--- config.mk ---
export PLATFORM = sky130hd
export DESIGN_NAME = gpio_flat
export DESIGN_NICKNAME = d
export VERILOG_FILES = /design/src/design/soc_bus_pkg.sv /design/src/design/soc_periph_pkg.sv /design/src/design/device_bus_if.sv /design/src/design/gpio.sv /design/src/flat_wrapper.sv
export VERILOG_INCLUDE_DIRS = /design/src /design/src/include
export SDC_FILE = /design/constraint.sdc
export NUM_CORES = 1
export LEC_CHECK = 0
export CAP_MARGIN = 20
export CORE_MARGIN = 10
export CORE_UTILIZATION = 55
export DETAILED_ROUTE_END_ITERATION = 10
export DONT_BUFFER_PORTS = 1
export PLACE_DENSITY = 0.77
export SLEW_MARGIN = 20
export SYNTH_ARGS = -nofsm -noshare
export SYNTH_HDL_FRONTEND = slang
export SYNTH_SLANG_ARGS = --single-unit
--- constraint.sdc ---
create_clock -name clk_sys_i -period 2.15 [get_ports clk_sys_i]
set_input_delay 0.5375 -clock clk_sys_i [delete_from_list [all_inputs] [get_ports clk_sys_i]]
set_output_delay 0.5375 -clock clk_sys_i [all_outputs]
set_load 0.01 [all_outputs]
--- src/include/soc_config.svh ---
// SoC configuration macros.
// Bus widths, memory size, GPIO widths and the address map.
`ifndef SOC_CONFIG_SVH
`define SOC_CONFIG_SVH

// Bus geometry.
`define SOC_BUS_ADDR_WIDTH 32
`define SOC_BUS_DATA_WIDTH 32

// Main memory.
`define SOC_RAM_BYTES 65536

// Address map.
`define SOC_RAM_BASE   32'h0010_0000
`define SOC_GPIO_BASE  32'h8000_0000
`define SOC_TIMER_BASE 32'h8000_1000

// Each register block owns one region of this size.
`define SOC_REG_REGION_BYTES 4096

// GPIO widths.
`define SOC_GPI_WIDTH 8
`define SOC_GPO_WIDTH 16

`endif

--- src/design/soc_bus_pkg.sv ---
// Bus types shared by the decoder and the devices.
`include "soc_config.svh"

package soc_bus_pkg;

  // Address and data words on the bus.
  typedef logic [`SOC_BUS_ADDR_WIDTH-1:0] bus_addr_t;
  typedef logic [`SOC_BUS_DATA_WIDTH-1:0] bus_data_t;

  // One enable per data byte.
  typedef logic [`SOC_BUS_DATA_WIDTH/8-1:0] bus_be_t;

  // Target of a decoded request.
  typedef enum logic [1:0] {
    DEV_RAM,
    DEV_GPIO,
    DEV_TIMER,
    DEV_NONE
  } bus_device_e;

endpackage

--- src/design/soc_periph_pkg.sv ---
// Register map of the peripherals.
`include "soc_config.svh"

package soc_periph_pkg;

  // Byte offset inside one register region.
  typedef logic [$clog2(`SOC_REG_REGION_BYTES)-1:0] reg_offset_t;

  // GPIO registers.
  localparam reg_offset_t GPIO_OUT_OFFSET = 'h0;
  localparam reg_offset_t GPIO_IN_OFFSET  = 'h4;

  // Timer registers.
  localparam reg_offset_t TIMER_MTIME_LO_OFFSET    = 'h0;
  localparam reg_offset_t TIMER_MTIME_HI_OFFSET    = 'h4;
  localparam reg_offset_t TIMER_MTIMECMP_LO_OFFSET = 'h8;
  localparam reg_offset_t TIMER_MTIMECMP_HI_OFFSET = 'hC;

endpackage

--- src/design/device_bus_if.sv ---
// Device bus between the address decoder and one device.
interface device_bus_if;
  import soc_bus_pkg::*;

  // Request from the decoder with addr as the offset in the device region.
  logic      req;
  logic      we;
  bus_addr_t addr;
  bus_be_t   be;
  bus_data_t wdata;

  // Response from the device one cycle after req.
  logic      rvalid;
  bus_data_t rdata;
  logic      err;

  modport decoder (output req, we, addr, be, wdata, input rvalid, rdata, err);
  modport device (input req, we, addr, be, wdata, output rvalid, rdata, err);

endinterface

--- src/design/gpio.sv ---
// GPIO block with a byte-writable output register
// and a synchronized input register.
`include "soc_config.svh"

module gpio (
  input  logic                      clk_sys_i,
  input  logic                      reset_i,
  device_bus_if.device              bus,
  input  logic [`SOC_GPI_WIDTH-1:0] gp_i,
  output logic [`SOC_GPO_WIDTH-1:0] gp_o
);
  import soc_bus_pkg::*;
  import soc_periph_pkg::*;

  reg_offset_t               offset;
  logic [`SOC_GPI_WIDTH-1:0] gpi_meta_q;
  logic [`SOC_GPI_WIDTH-1:0] gpi_sync_q;
  logic                      wr_out;
  logic                      rvalid_q;
  logic                      err_q;
  bus_data_t                 rdata_q;

  assign offset = reg_offset_t'(bus.addr);
  assign wr_out = bus.req && bus.we && (offset == GPIO_OUT_OFFSET);

  // Two-flop input synchronizer.
  always_ff @(posedge clk_sys_i) begin
    if (reset_i) begin
      gpi_meta_q <= '0;
      gpi_sync_q <= '0;
    end else begin
      gpi_meta_q <= gp_i;
      gpi_sync_q <= gpi_meta_q;
    end
  end

  // Output bits follow their byte enable.
  always_ff @(posedge clk_sys_i) begin
    if (reset_i) begin
      gp_o <= '0;
    end else if (wr_out) begin
      for (int i = 0; i < `SOC_GPO_WIDTH; i++) begin
        if (bus.be[i/8]) begin
          gp_o[i] <= bus.wdata[i];
        end
      end
    end
  end

  ///////////////////////////////
  // Response
  ///////////////////////////////

  always_ff @(posedge clk_sys_i) begin
    if (reset_i) begin
      rvalid_q <= 1'b0;
      err_q    <= 1'b0;
    end else begin
      rvalid_q <= bus.req;
      err_q    <= bus.req && !(offset == GPIO_OUT_OFFSET ||
                               (offset == GPIO_IN_OFFSET && !bus.we));
    end
  end

  // Input register is read-only.
  always_ff @(posedge clk_sys_i) begin
    if (bus.req) begin
      rdata_q <= '0;
      if (!bus.we && offset == GPIO_OUT_OFFSET) begin
        rdata_q <= bus_data_t'(gp_o);
      end else if (!bus.we && offset == GPIO_IN_OFFSET) begin
        rdata_q <= bus_data_t'(gpi_sync_q);
      end
    end
  end

  assign bus.rvalid = rvalid_q;
  assign bus.rdata  = rdata_q;
  assign bus.err    = err_q;

endmodule

--- src/flat_wrapper.sv ---
// flat-port wrapper written by rule: the top's interface ports become plain ports
module gpio_flat import soc_bus_pkg::*; import soc_periph_pkg::*;
  (clk_sys_i, reset_i, gp_i, gp_o, bus_req, bus_we, bus_addr, bus_be, bus_wdata, bus_rvalid, bus_rdata, bus_err);
  device_bus_if bus_i ();
  input  logic clk_sys_i;
  input  logic reset_i;
  input  logic [`SOC_GPI_WIDTH-1:0] gp_i;
  output logic [`SOC_GPO_WIDTH-1:0] gp_o;
  input wire logic [$bits(bus_i.req)-1:0] bus_req;
  input wire logic [$bits(bus_i.we)-1:0] bus_we;
  input wire logic [$bits(bus_i.addr)-1:0] bus_addr;
  input wire logic [$bits(bus_i.be)-1:0] bus_be;
  input wire logic [$bits(bus_i.wdata)-1:0] bus_wdata;
  output wire logic [$bits(bus_i.rvalid)-1:0] bus_rvalid;
  output wire logic [$bits(bus_i.rdata)-1:0] bus_rdata;
  output wire logic [$bits(bus_i.err)-1:0] bus_err;
  assign bus_i.req = bus_req;
  assign bus_i.we = bus_we;
  assign bus_i.addr = bus_addr;
  assign bus_i.be = bus_be;
  assign bus_i.wdata = bus_wdata;
  assign bus_rvalid = bus_i.rvalid;
  assign bus_rdata = bus_i.rdata;
  assign bus_err = bus_i.err;
  gpio u_core (.clk_sys_i(clk_sys_i), .reset_i(reset_i), .bus(bus_i), .gp_i(gp_i), .gp_o(gp_o));
endmodule
Word-level counts from Yosys, hierarchy flattened
Index checks and enable logic that the tools add are counted.
Cells by class
  reductions and logical operators: 11
  mux-type cells: 2
  equality and inequality tests: 1
Operators with widths (count)
  two-way mux 16 bit: 1
  == test 12 x 3 -> 1 bit, second input constant: 1
  logical NOT 12 bit: 1
  two-way mux 8 bit: 1
  logical AND 1 bit: 5
  AND reduction 2 bit: 2
  logical NOT 1 bit: 2
  logical OR 1 bit: 1
Storage, ports and cells
  word-level logic and storage cells: 22
  output and inout port bits: 50
  register bits after elaboration: 66
  input bits: 80

Depth between registers and ports, before layout
Gate-level depths: netlist (run 1).
  depth in word-level cells: 5
  gate-level depth with buffers: 5
  depth with buffers taken out: 3

Worst setup path before layout (run 1)
No wires, ideal clock.
  kind: in2reg
  start point: input bus_addr[10]
  end point: register u_core.rdata_q[0] (netlist: u_core.bus.rdata[0]), data pin
  data required time: 2011 ps
  setup time: 139 ps
  arrival: 1954 ps
  path slack: 57 ps
  stages on the path: 5
  cells stage by stage: or4_4 -> buf_6 -> or4_1 -> clkbuf_1 -> nor2_1
Between the ends
  cells in the longest elaborated chain, start to end: 4
RTL lines
  start: declaration: RTL line flat_wrapper.sv:11  | input wire logic [$bits(bus_i.addr)-1:0] bus_addr;
  == test 12 x 3 -> 1 bit: RTL line gpio.sv:71  | end else if (!bus.we && offset == GPIO_IN_OFFSET) begin
  logical AND 1 bit: RTL line gpio.sv:71
  two-way mux 8 bit: RTL line gpio.sv:71
  two-way mux 16 bit *: RTL line gpio.sv:69  | if (!bus.we && offset == GPIO_OUT_OFFSET) begin
  end signal: assignment: RTL line gpio.sv:70  | rdata_q <= bus_data_t'(gp_o);
  end signal: assignment: RTL line gpio.sv:72  | rdata_q <= bus_data_t'(gpi_sync_q);
  end: declaration: RTL line gpio.sv:21  | bus_data_t rdata_q;
Every way passes the cells marked *; elsewhere a longest branch is shown, timed or not.
A chain may end at the register's enable or synchronous reset.

Worst setup path in the final report (run 1)
  start point: input bus_addr[10]
  end point: register u_core.rdata_q[1] (netlist: u_core.bus.rdata[1]), data pin
Same word-level chain as after synthesis.

==> reports/results.ini, run 1 <==
[pwr]
combPwrFrac_pct=3.4
intPower_mw=1.364
p_sw_mw=0.3445
p_clk_share_pct=37.3
leakagePower_nw=0.8185
p_per_area_mw_per_mm2=770.4
p_sw_share_pct=20.16
power_frac_seq_pct=59.4
peakVddDrop_uv=318.4

[critical_path]
critPathMaxStageDelay_ns=0.69
regToRegSetupSlack_ns=1.31
r2r-end=u_core.bus.rdata[6]$_DFFE_PP_
cp_top_family=simple AND/OR/NAND/NOR gates
worstRegToRegCells=2
path_max_fanout=8
startpoint_type=input port
path_class=in -> reg
r2r_start=u_core.gp_o[6]$_SDFFE_PP0P_
path_cells=or4_4 > or4_1 > nor2_1
critPathSlowestCell=or4_1
setup.worst_path.end_class=flop
path_buf_inv=0
crit_required_ns=2.30
cp_data_arrival_time_ns=1.92

[floorplan]
die_width_um=81.49
die_area_mm2=0.006641
pin_count=130
fp.dieH_um=81.49
rows=22
coreArea_mm2=0.003661
start_util_pct=56.80

[cts]
cts_hold_buffers=0
cts.reportedPaths.clkPinSlew_ns=0.09
cts_resized=0
clkSinkCount=50
worstSkewPairLatency_ns=0.30
cts_root_buf=clkbuf_8
h-tree-depth=2
cts_max_path_buffers=2
cts_buffers=5
cts_tree=yes
post_cts_buffers=0

[timing]
layout_setup_ws_ns=0.3783
setup_viol=0
rsz0062_at_grt=false
finalHoldViolCount=0
slew_violations=0
finalSetupTns_ns=0
period_minus_slack_ns=1.772
min_period_over_period_pct=82.40
skew_ns=0.008713
fmax_mhz=564.4

[grt]
grt_start_max_net_pins=50
grt_use_total_pct=12.18
grt_pass1_vias=1213
grt_antenna_before_repair=0
grt_pass1_wl_um=6292
overflow=0

[logic_synthesis]
syn_area_per_cell_um2=11.75
synthSimpleGateAreaFrac_pct=24.13
synth_largest_area_cell=dfxtp_1
ys_warn_count=0
synth_xor_area_share_pct=0
synth_cell_type_count=19
syn_inst=177
yosysSeqAreaShare_pct=55.84
synth_top_family_by_area=simple AND/OR/NAND/NOR gates
synthAdderAreaFrac_pct=0
post_synth_instance_area_mm2=0.002079
synth-compound-area-share_pct=0.4212
synthMuxAreaShare_pct=11.55
synth_top_area_share_pct=32.73
ys_ff_latch=50
synth.area.top_cells=dfxtp_1 (33%), edfxtp_1 (23%), mux2i_1 (12%)

[placed_design]
port_buffers=0
dp_slack_ns=0.07992
place.gp.congestion=0.8097
hpwlAfterDp_um=3198

[drt]
firstDrtPassIters=4
routed_wl_um=4106
wl_per_cell_um=17.93
ant_nets=0
via_count=1163
vias_per_cell=5.079
drc=0
drt_iter0_drc=67

[status]
status=complete, no violations

[finish]
drive_above_1_share_pct=10.50
seq_area_mm2=0.001161
multiInputGateArea_um2=810.8
final_cell_mix=dfxtp_1 (34), nand2b_1 (32), mux2i_1 (24)
fin_nets=260
layout_commonest_cell=dfxtp_1
num_antenna_cells=0
fillers=302
area_growth_pct=6.679

[run]
maxCapViolations=0

[min_path]
min_from=reset_i
hold_class=in -> reg
worstHoldPathCells=1
whs_endpoint=u_core.gpi_meta_q[0]$_SDFF_PP0_

worst reg2reg max path, stage by stage, from the launching register on:
cell     delay, ns
dfxtp_1       0.37
mux2i_1       0.17
nor2_1        0.05
area by class of cell:
cell class / count / share of cell area, %
Sequential cell: 50 / 52.34
Multi-Input combinational cell: 117 / 36.55
Clock buffer: 7 / 4.851
Clock inverter: 1 / 0.3948
Tap cell: 48 / 2.707
Timing Repair Buffer: 6 / 3.158
worst max path at each step:
stage | startpoint | endpoint | slack (ns) | cells past startpoint
CTS | bus_addr[10] | u_core.bus.rdata[1]$_DFFE_PP_ | 0.39 | 3
finish | bus_addr[10] | u_core.bus.rdata[1]$_DFFE_PP_ | 0.38 | 3
detailed placement | bus_addr[10] | u_core.bus.rdata[1]$_DFFE_PP_ | 0.08 | 3
global placement | bus_addr[10] | u_core.bus.rdata[3]$_DFFE_PP_ | 0.11 | 3
floorplan | bus_addr[10] | u_core.bus.rdata[0]$_DFFE_PP_ | 0.06 | 5
global route | bus_addr[10] | u_core.bus.rdata[1]$_DFFE_PP_ | 0.33 | 3
logic make-up after synthesis:
group,after synthesis
and+or+nand+nor,76
AOI/OAI and AO/OA,1
buffers and inverters,25
DFF,50
muxes,24
other,1
power groups by stage:
stage                     logic, mW  clock network (mW)  registers (mW)
after global placement       0.0545                   0            1.04
after global routing         0.0636               0.690            1.02
after CTS                    0.0562               0.658            1.02
final                        0.0574               0.637            1.01
after detailed placement     0.0561                   0            1.04
after floorplan              0.0850                   0            1.03
through the flow:
step	hold slack, ns	total power [mW]	std cells	instance area [um2]	util [%]
floorplan	0.4138	1.118	192	2136	-
global placement	0.4231	1.091	221	2102	57.42
detailed placement	0.4239	1.093	221	2102	57.42
CTS	0.2881	1.729	229	2218	60.59
global route	0.2806	1.771	229	2218	60.59
finish	0.3001	1.709	229	2218	60.59
state kept, by name (all words and copies together) (netlist names):
| signal | cells |
|---|---|
| u_core.bus.rdata | 16 |
| u_core.gp_o | 16 |
| u_core.gpi_meta_q | 8 |
| u_core.gpi_sync_q | 8 |
| u_core.bus.err | 1 |
| u_core.bus.rvalid | 1 |
Yosys cell counts:
cell type and number:
nand2b_1 32, buf_6 1, or4_1 2, nor4_2 1
and2_1 8, clkbuf_1 6, nor2_1 8, nor4_4 2
dfxtp_1 34, mux2i_1 24, conb_1 1, nor2b_1 18
nand3_1 2, or4_4 2, buf_2 2, a2111oi_0 1
or3_1 1, edfxtp_1 16, buf_4 16
routing by layer:
metal / GRT usage (%) / part of all wire [%]
met1: 13.43 / 39
met2: 20.14 / 50
met3: 5.786 / 10
met4: 4.325 / 1.6
met5: 0 / 0
Power figures use the tool's default switching activity.
==> inputs of run 2 (changes only) <==
- CORE_UTILIZATION: 55 -> 61
- PLACE_DENSITY: 0.77 -> 0.81
- clock period: 2.15 -> 1.7 ns (I/O delays scaled with it)
==> reports/results.ini, run 2 (synthesis results as in run 1) <==
[critical_path]
path_buf_inv=2
setup.worst_path.end_class=flop
startpoint_type=input port
cp_data_arrival_time_ns=1.90
crit_required_ns=1.99
critPathMaxStageDelay_ns=0.58
critPathSlowestCell=or4_1
path_cells=or4_1 > buf_4 > nor4_4 > buf_12 > mux2i_1
path_class=in -> reg
path_max_fanout=8
cp_top_family=simple AND/OR/NAND/NOR gates

[pwr]
p_clk_share_pct=32.5
p_per_area_mw_per_mm2=920.8
power_frac_seq_pct=63.8
leakagePower_nw=0.8076
combPwrFrac_pct=3.7
p_sw_share_pct=20.12
peakVddDrop_uv=668.4
intPower_mw=1.607
p_sw_mw=0.4047

[finish]
finalNonFillerCells=228
drive_above_1_share_pct=10.99
fin_area_mm2=0.002185
layout_commonest_cell=dfxtp_1
fin_nets=261
area_growth_pct=5.054
num_antenna_cells=0
final_cell_mix=dfxtp_1 (34), nand2b_1 (32), mux2i_1 (24)

[drt]
drc=0
wl_per_cell_um=18.21
ant_nets=0
via_count=1173
drt_iter0_drc=106
routed_wl_um=4153
vias_per_cell=5.145
firstDrtPassIters=4

[cts]
worstSkewPairLatency_ns=0.36
post_cts_buffers=0
cts_hold_buffers=0
cts_resized=0
cts_max_path_buffers=2
cts_root_buf=clkbuf_4
cts.reportedPaths.clkPinSlew_ns=0.14
cts_tree=yes
cts_buffers=5
clkSinkCount=50
h-tree-depth=2

[floorplan]
coreArea_mm2=0.003311
pin_count=130
rows=21
die_width_um=78.39
die_area_mm2=0.006144
start_util_pct=62.81
fp.dieH_um=78.39

[placed_design]
port_buffers=0
placed_cells=220
place.gp.congestion=0.7380
dpl_cell_area_mm2=0.002107
hpwlAfterDp_um=3254

[timing]
setup_viol=0
rsz0062_at_grt=false
period_minus_slack_ns=1.613
min_period_over_period_pct=94.88
slew_violations=0
fmax_mhz=620.0
skew_ns=0.01153
finalHoldViolCount=0

[run]
maxCapViolations=0

[grt]
grt_use_total_pct=13.50
grt_busiest_layer=met2
grt_start_max_net_pins=50
grt_antenna_before_repair=0
overflow=0
grt_pass1_vias=1287
grt_pass1_wl_um=6610
grt_use_met1_pct=14.07
met2_usage_pct=22.37
use_met3_pct=7.062

[status]
status=complete, no violations

[min_path]
hold_class=in -> reg

-- run 2: cell count changes in the layout (fill, tap and decap cells not counted) --
| cell | previous run | this run |
|---|---|---|
| inv_6 | 1 | 0 |
| clkbuf_8 | 6 | 0 |
| clkbuf_4 | 0 | 5 |
| buf_4 | 4 | 5 |
| bufinv_16 | 0 | 1 |
| clkbuf_16 | 1 | 0 |
| clkinv_2 | 0 | 2 |
-- run 2: final cells by class --
type	count	area (um2)
repair buffers	7	77.57
multi-input cells	117	810.8
flip-flops and latches	50	1161
clock buffers	5	37.54
well taps	46	57.56
fillers	269	1126
clock inverters	3	40.04
-- run 2: layer usage --
metal	part of all wire (%)	routed length [um]
met1	39	1614
met3	10	422
met2	50	2075
met5	0	0
met4	0.96	40
-- run 2: worst paths after layout --
check / from / depth (start not counted) / end / slack (ns)
worst min register to register: u_core.gpi_meta_q[5]$_SDFF_PP0_ / 1 / u_core.gpi_sync_q[5]$_SDFF_PP0_ / 0.45
worst min-delay path: reset_i / 1 / u_core.gpi_sync_q[2]$_SDFF_PP0_ / 0.13
worst max-delay path: bus_addr[5] / 5 / u_core.gp_o[1]$_SDFFE_PP0P_ / 0.09
worst max register to register: u_core.gp_o[2]$_SDFFE_PP0P_ / 2 / u_core.bus.rdata[2]$_DFFE_PP_ / 0.87
-- run 2: per-stage QoR --
stage | power, mW | utilization, % | setup WS, ns | hold WS [ns] | TNS [ns]
floorplan | 1.417 | - | -0.2575 | 0.4138 | -6.640
global placement | 1.379 | 63.64 | -0.1901 | 0.4214 | -5.243
detailed placement | 1.384 | 63.64 | -0.2774 | 0.4227 | -5.984
CTS | 2.023 | 65.99 | 0.09180 | 0.1046 | 0
global route | 2.096 | 65.99 | 0.07879 | 0.08117 | 0
finish | 2.012 | 65.99 | 0.08703 | 0.1286 | 0
-- run 2: worst register-to-register path, stage by stage, from the launching register on --
cell	delay, ns
dfxtp_1	0.39
mux2i_1	0.16
nor2_1	0.06
-- run 2: power by group through the flow --
| stage | combinational [mW] | sequential (mW) | clock (mW) |
|---|---|---|---|
| finish | 0.0735 | 1.28 | 0.654 |
| global route | 0.0809 | 1.29 | 0.727 |
| CTS | 0.0722 | 1.29 | 0.665 |
| detailed placement | 0.0718 | 1.31 | 0 |
| global placement | 0.0683 | 1.31 | 0 |
| floorplan | 0.111 | 1.31 | 0 |
