[src/include/soc_config.svh]
// SoC configuration macros.
// Bus widths, memory size, GPIO widths and the address map.
`ifndef SOC_CONFIG_SVH
`define SOC_CONFIG_SVH

// Bus geometry.
`define SOC_BUS_ADDR_WIDTH 32
`define SOC_BUS_DATA_WIDTH 32

// Main memory.
`define SOC_RAM_BYTES 65536

// Address map.
`define SOC_RAM_BASE   32'h0010_0000
`define SOC_GPIO_BASE  32'h8000_0000
`define SOC_TIMER_BASE 32'h8000_1000

// Each register block owns one region of this size.
`define SOC_REG_REGION_BYTES 4096

// GPIO widths.
`define SOC_GPI_WIDTH 8
`define SOC_GPO_WIDTH 16

`endif

[src/design/soc_bus_pkg.sv]
// Bus types shared by the decoder and the devices.
`include "soc_config.svh"

package soc_bus_pkg;

  // Address and data words on the bus.
  typedef logic [`SOC_BUS_ADDR_WIDTH-1:0] bus_addr_t;
  typedef logic [`SOC_BUS_DATA_WIDTH-1:0] bus_data_t;

  // One enable per data byte.
  typedef logic [`SOC_BUS_DATA_WIDTH/8-1:0] bus_be_t;

  // Target of a decoded request.
  typedef enum logic [1:0] {
    DEV_RAM,
    DEV_GPIO,
    DEV_TIMER,
    DEV_NONE
  } bus_device_e;

endpackage

[src/design/device_bus_if.sv]
// Device bus between the address decoder and one device.
interface device_bus_if;
  import soc_bus_pkg::*;

  // Request from the decoder with addr as the offset in the device region.
  logic      req;
  logic      we;
  bus_addr_t addr;
  bus_be_t   be;
  bus_data_t wdata;

  // Response from the device one cycle after req.
  logic      rvalid;
  bus_data_t rdata;
  logic      err;

  modport decoder (output req, we, addr, be, wdata, input rvalid, rdata, err);
  modport device (input req, we, addr, be, wdata, output rvalid, rdata, err);

endinterface

[src/design/bus_decoder.sv]
// Address decoder for the single bus host.
// Steers requests to RAM, GPIO or timer and returns the response.
`include "soc_config.svh"

module bus_decoder (
  input  logic                   clk_sys_i,
  input  logic                   reset_i,
  input  logic                   host_req_i,
  input  logic                   host_we_i,
  input  soc_bus_pkg::bus_addr_t host_addr_i,
  input  soc_bus_pkg::bus_be_t   host_be_i,
  input  soc_bus_pkg::bus_data_t host_wdata_i,
  output logic                   host_rvalid_o,
  output soc_bus_pkg::bus_data_t host_rdata_o,
  output logic                   host_err_o,
  device_bus_if.decoder          ram_bus,
  device_bus_if.decoder          gpio_bus,
  device_bus_if.decoder          timer_bus
);
  import soc_bus_pkg::*;

  localparam bus_addr_t RamMask = bus_addr_t'(`SOC_RAM_BYTES - 1);
  localparam bus_addr_t RegMask = bus_addr_t'(`SOC_REG_REGION_BYTES - 1);

  bus_device_e dev_sel;
  bus_device_e sel_q;
  logic        none_pending_q;

  ///////////////////////////////
  // Request decode
  ///////////////////////////////

  always_comb begin
    dev_sel = DEV_NONE;
    if ((host_addr_i & ~RamMask) == `SOC_RAM_BASE) begin
      dev_sel = DEV_RAM;
    end else if ((host_addr_i & ~RegMask) == `SOC_GPIO_BASE) begin
      dev_sel = DEV_GPIO;
    end else if ((host_addr_i & ~RegMask) == `SOC_TIMER_BASE) begin
      dev_sel = DEV_TIMER;
    end
  end

  // Strobe only the selected device.
  assign ram_bus.req   = host_req_i && (dev_sel == DEV_RAM);
  assign gpio_bus.req  = host_req_i && (dev_sel == DEV_GPIO);
  assign timer_bus.req = host_req_i && (dev_sel == DEV_TIMER);

  // Offsets within each region.
  assign ram_bus.addr   = host_addr_i & RamMask;
  assign gpio_bus.addr  = host_addr_i & RegMask;
  assign timer_bus.addr = host_addr_i & RegMask;

  assign ram_bus.we     = host_we_i;
  assign ram_bus.be     = host_be_i;
  assign ram_bus.wdata  = host_wdata_i;
  assign gpio_bus.we    = host_we_i;
  assign gpio_bus.be    = host_be_i;
  assign gpio_bus.wdata = host_wdata_i;
  assign timer_bus.we    = host_we_i;
  assign timer_bus.be    = host_be_i;
  assign timer_bus.wdata = host_wdata_i;

  ///////////////////////////////
  // Response return
  ///////////////////////////////

  always_ff @(posedge clk_sys_i) begin
    if (reset_i) begin
      sel_q          <= DEV_NONE;
      none_pending_q <= 1'b0;
    end else begin
      sel_q          <= dev_sel;
      none_pending_q <= host_req_i && (dev_sel == DEV_NONE);
    end
  end

  // Unmapped accesses answer with an error and zero data.
  always_comb begin
    case (sel_q)
      DEV_RAM: begin
        host_rvalid_o = ram_bus.rvalid;
        host_rdata_o  = ram_bus.rdata;
        host_err_o    = ram_bus.err;
      end
      DEV_GPIO: begin
        host_rvalid_o = gpio_bus.rvalid;
        host_rdata_o  = gpio_bus.rdata;
        host_err_o    = gpio_bus.err;
      end
      DEV_TIMER: begin
        host_rvalid_o = timer_bus.rvalid;
        host_rdata_o  = timer_bus.rdata;
        host_err_o    = timer_bus.err;
      end
      default: begin
        host_rvalid_o = none_pending_q;
        host_rdata_o  = '0;
        host_err_o    = none_pending_q;
      end
    endcase
  end

endmodule

[src/flat_wrapper.sv]
// flat-port wrapper written by rule: the top's interface ports become plain ports
module bus_decoder_flat import soc_bus_pkg::*;
  (clk_sys_i, reset_i, host_req_i, host_we_i, host_addr_i, host_be_i, host_wdata_i, host_rvalid_o, host_rdata_o, host_err_o, ram_bus_req, ram_bus_we, ram_bus_addr, ram_bus_be, ram_bus_wdata, ram_bus_rvalid, ram_bus_rdata, ram_bus_err, gpio_bus_req, gpio_bus_we, gpio_bus_addr, gpio_bus_be, gpio_bus_wdata, gpio_bus_rvalid, gpio_bus_rdata, gpio_bus_err, timer_bus_req, timer_bus_we, timer_bus_addr, timer_bus_be, timer_bus_wdata, timer_bus_rvalid, timer_bus_rdata, timer_bus_err);
  device_bus_if ram_bus_i ();
  device_bus_if gpio_bus_i ();
  device_bus_if timer_bus_i ();
  input  logic clk_sys_i;
  input  logic reset_i;
  input  logic host_req_i;
  input  logic host_we_i;
  input  soc_bus_pkg::bus_addr_t host_addr_i;
  input  soc_bus_pkg::bus_be_t host_be_i;
  input  soc_bus_pkg::bus_data_t host_wdata_i;
  output logic host_rvalid_o;
  output soc_bus_pkg::bus_data_t host_rdata_o;
  output logic host_err_o;
  output wire logic [$bits(ram_bus_i.req)-1:0] ram_bus_req;
  output wire logic [$bits(ram_bus_i.we)-1:0] ram_bus_we;
  output wire logic [$bits(ram_bus_i.addr)-1:0] ram_bus_addr;
  output wire logic [$bits(ram_bus_i.be)-1:0] ram_bus_be;
  output wire logic [$bits(ram_bus_i.wdata)-1:0] ram_bus_wdata;
  input wire logic [$bits(ram_bus_i.rvalid)-1:0] ram_bus_rvalid;
  input wire logic [$bits(ram_bus_i.rdata)-1:0] ram_bus_rdata;
  input wire logic [$bits(ram_bus_i.err)-1:0] ram_bus_err;
  output wire logic [$bits(gpio_bus_i.req)-1:0] gpio_bus_req;
  output wire logic [$bits(gpio_bus_i.we)-1:0] gpio_bus_we;
  output wire logic [$bits(gpio_bus_i.addr)-1:0] gpio_bus_addr;
  output wire logic [$bits(gpio_bus_i.be)-1:0] gpio_bus_be;
  output wire logic [$bits(gpio_bus_i.wdata)-1:0] gpio_bus_wdata;
  input wire logic [$bits(gpio_bus_i.rvalid)-1:0] gpio_bus_rvalid;
  input wire logic [$bits(gpio_bus_i.rdata)-1:0] gpio_bus_rdata;
  input wire logic [$bits(gpio_bus_i.err)-1:0] gpio_bus_err;
  output wire logic [$bits(timer_bus_i.req)-1:0] timer_bus_req;
  output wire logic [$bits(timer_bus_i.we)-1:0] timer_bus_we;
  output wire logic [$bits(timer_bus_i.addr)-1:0] timer_bus_addr;
  output wire logic [$bits(timer_bus_i.be)-1:0] timer_bus_be;
  output wire logic [$bits(timer_bus_i.wdata)-1:0] timer_bus_wdata;
  input wire logic [$bits(timer_bus_i.rvalid)-1:0] timer_bus_rvalid;
  input wire logic [$bits(timer_bus_i.rdata)-1:0] timer_bus_rdata;
  input wire logic [$bits(timer_bus_i.err)-1:0] timer_bus_err;
  assign ram_bus_req = ram_bus_i.req;
  assign ram_bus_we = ram_bus_i.we;
  assign ram_bus_addr = ram_bus_i.addr;
  assign ram_bus_be = ram_bus_i.be;
  assign ram_bus_wdata = ram_bus_i.wdata;
  assign ram_bus_i.rvalid = ram_bus_rvalid;
  assign ram_bus_i.rdata = ram_bus_rdata;
  assign ram_bus_i.err = ram_bus_err;
  assign gpio_bus_req = gpio_bus_i.req;
  assign gpio_bus_we = gpio_bus_i.we;
  assign gpio_bus_addr = gpio_bus_i.addr;
  assign gpio_bus_be = gpio_bus_i.be;
  assign gpio_bus_wdata = gpio_bus_i.wdata;
  assign gpio_bus_i.rvalid = gpio_bus_rvalid;
  assign gpio_bus_i.rdata = gpio_bus_rdata;
  assign gpio_bus_i.err = gpio_bus_err;
  assign timer_bus_req = timer_bus_i.req;
  assign timer_bus_we = timer_bus_i.we;
  assign timer_bus_addr = timer_bus_i.addr;
  assign timer_bus_be = timer_bus_i.be;
  assign timer_bus_wdata = timer_bus_i.wdata;
  assign timer_bus_i.rvalid = timer_bus_rvalid;
  assign timer_bus_i.rdata = timer_bus_rdata;
  assign timer_bus_i.err = timer_bus_err;
  bus_decoder u_core (.clk_sys_i(clk_sys_i), .reset_i(reset_i), .host_req_i(host_req_i), .host_we_i(host_we_i), .host_addr_i(host_addr_i), .host_be_i(host_be_i), .host_wdata_i(host_wdata_i), .host_rvalid_o(host_rvalid_o), .host_rdata_o(host_rdata_o), .host_err_o(host_err_o), .ram_bus(ram_bus_i), .gpio_bus(gpio_bus_i), .timer_bus(timer_bus_i));
endmodule
[config.mk]
export PLATFORM = sky130hd
export DESIGN_NAME = bus_decoder_flat
export DESIGN_NICKNAME = d
export VERILOG_FILES = /design/src/design/soc_bus_pkg.sv /design/src/design/device_bus_if.sv /design/src/design/bus_decoder.sv /design/src/flat_wrapper.sv
export VERILOG_INCLUDE_DIRS = /design/src /design/src/include
export SDC_FILE = /design/constraint.sdc
export NUM_CORES = 1
export LEC_CHECK = 0
export BUFFER_PORTS_ARGS = -buffer_cell sky130_fd_sc_hd__clkbuf_2
export CAP_MARGIN = 20
export CORE_AREA = 10 10 155 157
export CTS_CLUSTER_SIZE = 10
export DETAILED_ROUTE_END_ITERATION = 10
export DIE_AREA = 0 0 165 167
export GPL_TIMING_DRIVEN = 0
export PLACE_DENSITY = 0.45
export RECOVER_POWER = 50
export REMOVE_ABC_BUFFERS = 1
export SYNTH_ARGS = -nofsm -noshare
export SYNTH_HDL_FRONTEND = slang
export SYNTH_SLANG_ARGS = --single-unit
[constraint.sdc]
create_clock -name clk_sys_i -period 1.7 [get_ports clk_sys_i]
set_clock_uncertainty 0.1 [all_clocks]
set_input_delay 0.17 -clock clk_sys_i [delete_from_list [all_inputs] [get_ports clk_sys_i]]
set_output_delay 0.17 -clock clk_sys_i [all_outputs]
set_load 0.05 [all_outputs]
# After elaboration in Yosys (flattened, before gate mapping)

Cells that the tools add are included.

Register bits: 3
Bits of input ports: 174
Logic and storage cells: 22

Equal/unequal tests: 8
Multiplexer cells: 6
Reductions and logical operators: 6

Operators by type and width:

| operator               | count |
|---|---|
| $pmux W32 S3           | 1 |
| $eq A20 B20 Y1 const B | 2 |
| $eq A16 B5 Y1 const B  | 1 |
| $eq A2 B2 Y1 const B   | 3 |
| $pmux W1 S3            | 2 |
| $eq A2 B1 Y1 const B   | 2 |
| $logic_and A1 B1 Y1    | 4 |
| $logic_not A2 Y1       | 2 |
| $mux W2                | 2 |
| $mux W1                | 1 |

# Depth between registers and ports, before layout

Depth after elaboration: 6
Mapped depth: 6
Depth with buffers taken out: 3

# Least setup slack after synthesis

Ideal clock, no wire load.

Path kind: flip-flop to output port
Start point: register u_core.sel_q[1]
End point: output port host_rdata_o[0]
Data arrival time: 1.887 ns
Required time: 1.430 ns
Path slack: -0.457 ns
Cell stages (with the launch flop): 5
Path buffers: 2
Path through: dfxtp_1 buf_4 buf_2 mux2i_1 o21ai_0

Word-level cells in the longest chain between the ends: 2

Ends and longest elaborated chain:

| what                                       | RTL line           | RTL |
|---|---|---|
| start: declaration                         | bus_decoder.sv:26  | `bus_device_e sel_q;` |
| start signal: assignment                   | bus_decoder.sv:73  | `sel_q <= dev_sel;` |
| $eq A2 B2 Y1, or another cell as far along | bus_decoder.sv:80  | `case (sel_q)` |
| $pmux W32 S3 *                             | bus_decoder.sv:80  |  |
| end: declaration                           | flat_wrapper.sv:15 | `output soc_bus_pkg::bus_data_t host_rdata_o;` |

Mark *: on every way between the ends. The rest lies on a longest branch, timed or not.

# Final worst setup path

Start point: register u_core.sel_q[1]
End point: output port host_rdata_o[9]

Same word-level chain as after synthesis.

==> impl_metrics.xml <==
<?xml version="1.0" encoding="UTF-8"?>
<metrics>
  <group name="pwr">
    <metric name="power.density" unit="nW/µm²">345</metric>
    <metric name="max-vdd-ir-drop" unit="µV">328</metric>
    <metric name="report.power.total" unit="W">0.000957</metric>
    <metric name="leakage_power_of_the_design" unit="nW">1.57</metric>
  </group>
  <group name="global_route">
    <metric name="largest_net_degree_at_the_start_of_global_routing" unit="">24</metric>
    <metric name="first_global_vias" unit="">2344</metric>
    <metric name="globalRoute.totalOverflow" unit="">0</metric>
    <metric name="total_routing_usage_gr" unit="%">13.0</metric>
    <metric name="number_of_antenna_violations_at_the_first_check_in_global_routing" unit="">5</metric>
    <metric name="grt_pass1_wl" unit="µm">23600</metric>
  </group>
  <group name="layout">
    <metric name="final_design_area_no_fill" unit="µm²">2780</metric>
    <metric name="area.sequential" unit="µm²">67.6</metric>
    <metric name="post_route_cells_drive_above_1_share" unit="%">54.8</metric>
    <metric name="footprint_of_the_multi_input_gates" unit="µm²">1080</metric>
    <metric name="postLayoutCoreUtil" unit="%">13.3</metric>
    <metric name="final_net_count" unit="">536</metric>
    <metric name="area_delta_synth_final" unit="%">12.1</metric>
    <metric name="fillers" unit="">2441</metric>
    <metric name="cell_count_final_fillers_out" unit="">637</metric>
  </group>
  <group name="yosys">
    <metric name="synth-edff-count" unit="">0</metric>
    <metric name="postSynthRegisterBits" unit="">3</metric>
    <metric name="synth-warning-count" unit="">0</metric>
    <metric name="synth_commonest_cells" unit="">sky130_fd_sc_hd__buf_4 (211), sky130_fd_sc_hd__nand2_1 (33), sky130_fd_sc_hd__mux2i_1 (32), sky130_fd_sc_hd__o21ai_0 (28), sky130_fd_sc_hd__o21ai_1 (5)</metric>
    <metric name="yosys.cell_types.count" unit="">24</metric>
    <metric name="synth-seq-area-share" unit="%">2.42</metric>
    <metric name="synth_top_area_cell" unit="">sky130_fd_sc_hd__buf_4</metric>
    <metric name="post_synth_instance_area" unit="µm²">2480</metric>
    <metric name="synthTopCellsByArea" unit="">sky130_fd_sc_hd__buf_4 (64%), sky130_fd_sc_hd__mux2i_1 (13%), sky130_fd_sc_hd__o21ai_0 (5.7%)</metric>
    <metric name="synth_top_flop_cell" unit="">sky130_fd_sc_hd__dfxtp_1</metric>
    <metric name="synthesis.area_per_instance" unit="µm²">7.20</metric>
    <metric name="most_common_cell_in_the_netlist" unit="">sky130_fd_sc_hd__buf_4</metric>
    <metric name="synthArstFlopShare" unit="%">0</metric>
    <metric name="yosysTopAreaCellShare" unit="%">63.9</metric>
    <metric name="gate_count_post_synth" unit="">344</metric>
  </group>
  <group name="floorplanning">
    <metric name="io-pin-count" unit="">418</metric>
    <metric name="dieWidth" unit="µm">165</metric>
    <metric name="fp-row-count" unit="">53</metric>
    <metric name="die-height" unit="µm">167</metric>
    <metric name="core" unit="µm²">20800</metric>
    <metric name="floorplan.die_area" unit="µm²">27600</metric>
    <metric name="initial_core_util" unit="%">11.9</metric>
  </group>
  <group name="placement">
    <metric name="count_of_buffers_inserted_at_the_top_level_ports" unit="">165</metric>
    <metric name="placed_cells_incl_taps" unit="">621</metric>
    <metric name="globalplace.congestion" unit="">0.807</metric>
    <metric name="post_dp_cell_area" unit="µm²">2260</metric>
    <metric name="detailedPlacementHpwl" unit="µm">17400</metric>
  </group>
  <group name="timing">
    <metric name="timing_max_transition_violations_final" unit="">0</metric>
    <metric name="setup_violations" unit="">0</metric>
    <metric name="period_share" unit="%">96.9</metric>
    <metric name="rsz0062_at_grt" unit="">true</metric>
    <metric name="fin_hold_ws" unit="ps">79.5</metric>
    <metric name="fmax" unit="MHz">607</metric>
    <metric name="final-hold-violation-count" unit="">0</metric>
    <metric name="finalCriticalPeriod" unit="ps">1650</metric>
  </group>
  <group name="clock_tree">
    <metric name="numCtsBuffers" unit="">3</metric>
    <metric name="clkSinkCount" unit="">3</metric>
    <metric name="tritoncts_clock_tree" unit="">yes</metric>
    <metric name="cts_max_path_buffers" unit="">2</metric>
    <metric name="path_clk_slew" unit="ps">30</metric>
    <metric name="cts.htree.levels" unit="">1</metric>
    <metric name="clock_tree.root_cell" unit="">sky130_fd_sc_hd__clkbuf_16</metric>
    <metric name="cts_hold_buffers" unit="">0</metric>
  </group>
  <group name="worst_setup_path">
    <metric name="worst_path_maximum_fanout" unit="">6</metric>
    <metric name="crit_path_start_kind" unit="">register</metric>
    <metric name="critPathCaptureType" unit="">primary output</metric>
    <metric name="worst-endpoint-required" unit="ps">1430</metric>
    <metric name="setup.worst_path.class" unit="">register to primary output</metric>
    <metric name="critical_path_arrival" unit="ps">1380</metric>
  </group>
  <group name="routing">
    <metric name="vias_per_cell" unit="">3.44</metric>
    <metric name="wirelength" unit="µm">19700</metric>
    <metric name="drt_initial_violations" unit="">90</metric>
    <metric name="ant_nets" unit="">0</metric>
    <metric name="detailroute.via_count" unit="">2191</metric>
    <metric name="detail_route.first_pass.iterations" unit="">5</metric>
    <metric name="drc" unit="">0</metric>
    <metric name="post_drt_wl_per_cell" unit="µm">31.0</metric>
  </group>
  <group name="job">
    <metric name="timing.max_cap.violations" unit="">0</metric>
  </group>
  <group name="outcome">
    <metric name="run_status" unit="">completed</metric>
  </group>
  <group name="hold_path">
    <metric name="holdCritPathClass" unit="">primary input to register</metric>
  </group>
</metrics>
## final cells by class
class | count | share of cell area, %
diodes | 1 | 0.0901
repair buffers | 176 | 43.1
multi-input cells | 177 | 39.0
inverters | 1 | 0.135
well taps | 275 | 12.4
flip-flops and latches | 3 | 2.43
clock buffers | 4 | 2.84
## routing by layer
layer,vias up,part of all wire [%],track usage [%]
li1,895,-,-
met1,947,30,11.6
met2,314,43,19.5
met3,25,24,13.7
met4,10,1.9,2.89
met5,-,0.93,5.86
## per-stage QoR
stage,worst slack [ps],setup TNS [ps]
after CTS,-9.69,-9.69
after detailed placement,-991,-30330
after global routing,-29.9,-59.1
final,52.1,0
after floorplan,-1320,-43950
after global placement,-3050,-96800
## flip-flops by register name, indices dropped and copies added (netlist names)
register / count
u_core.none_pending_q: 1
u_core.sel_q: 2
## critical path, stage by stage (launching register included)
cell and delay (ps):
sky130_fd_sc_hd__dfxtp_4 350, sky130_fd_sc_hd__buf_12 150, sky130_fd_sc_hd__nor2b_4 150, sky130_fd_sc_hd__buf_6 150
sky130_fd_sc_hd__nand2_1 50, sky130_fd_sc_hd__o21ai_0 70, sky130_fd_sc_hd__buf_4 230
## cell usage in the layout, fill, tap and decap left out, types with 2 or more instances in the layout
cell and n:
sky130_fd_sc_hd__buf_8 3, sky130_fd_sc_hd__o21ai_1 17, sky130_fd_sc_hd__nand3b_1 2, sky130_fd_sc_hd__nor2b_4 2, sky130_fd_sc_hd__clkbuf_8 2, sky130_fd_sc_hd__clkbuf_2 129
sky130_fd_sc_hd__o21ai_2 8, sky130_fd_sc_hd__nor3_1 3, sky130_fd_sc_hd__conb_1 56, sky130_fd_sc_hd__buf_4 14, sky130_fd_sc_hd__mux2i_1 32, sky130_fd_sc_hd__o31ai_1 2
sky130_fd_sc_hd__clkbuf_16 3, sky130_fd_sc_hd__buf_12 6, sky130_fd_sc_hd__nand2_1 32, sky130_fd_sc_hd__o21ai_0 8, sky130_fd_sc_hd__buf_6 19, sky130_fd_sc_hd__nor4_2 2
sky130_fd_sc_hd__dfxtp_4 2, sky130_fd_sc_hd__nand2b_1 2, sky130_fd_sc_hd__mux4_2 2
## power breakdown
part | switching [W] | internal, W
clock network | 0.0000619 | 0.000309
logic | 0.000379 | 0.000137
registers | 0.000000846 | 0.0000691
total | 0.000442 | 0.000516
## cells by family (layout without fill, tap and decap cells)
family	Yosys count	count (layout)	synth area share [%]
DFF	3	3	2.42
muxes	34	34	14.7
and+or+nand+nor	50	51	9.70
other	1	57	0.151
buffers and inverters	220	181	65.5
AOI/OAI and AO/OA	36	36	7.47
## repair_timing
| item | in CTS | in global routing |
|---|---|---|
| hold endpoints to repair | 0 | 0 |
| setup buffers | 10 | 0 |
| gates resized for setup | 51 | 77 |
| endpoints found under the setup margin | 37 | 37 |
| gates cloned | 1 | 0 |
## final timing paths
check                    end       startpoint  slack [ps]  cells after the start
min    u_core.none_pending_q       host_req_i          80                      3
max          host_rdata_o[9]  u_core.sel_q[1]          50                      6
(Power assumes the default switching activity.)
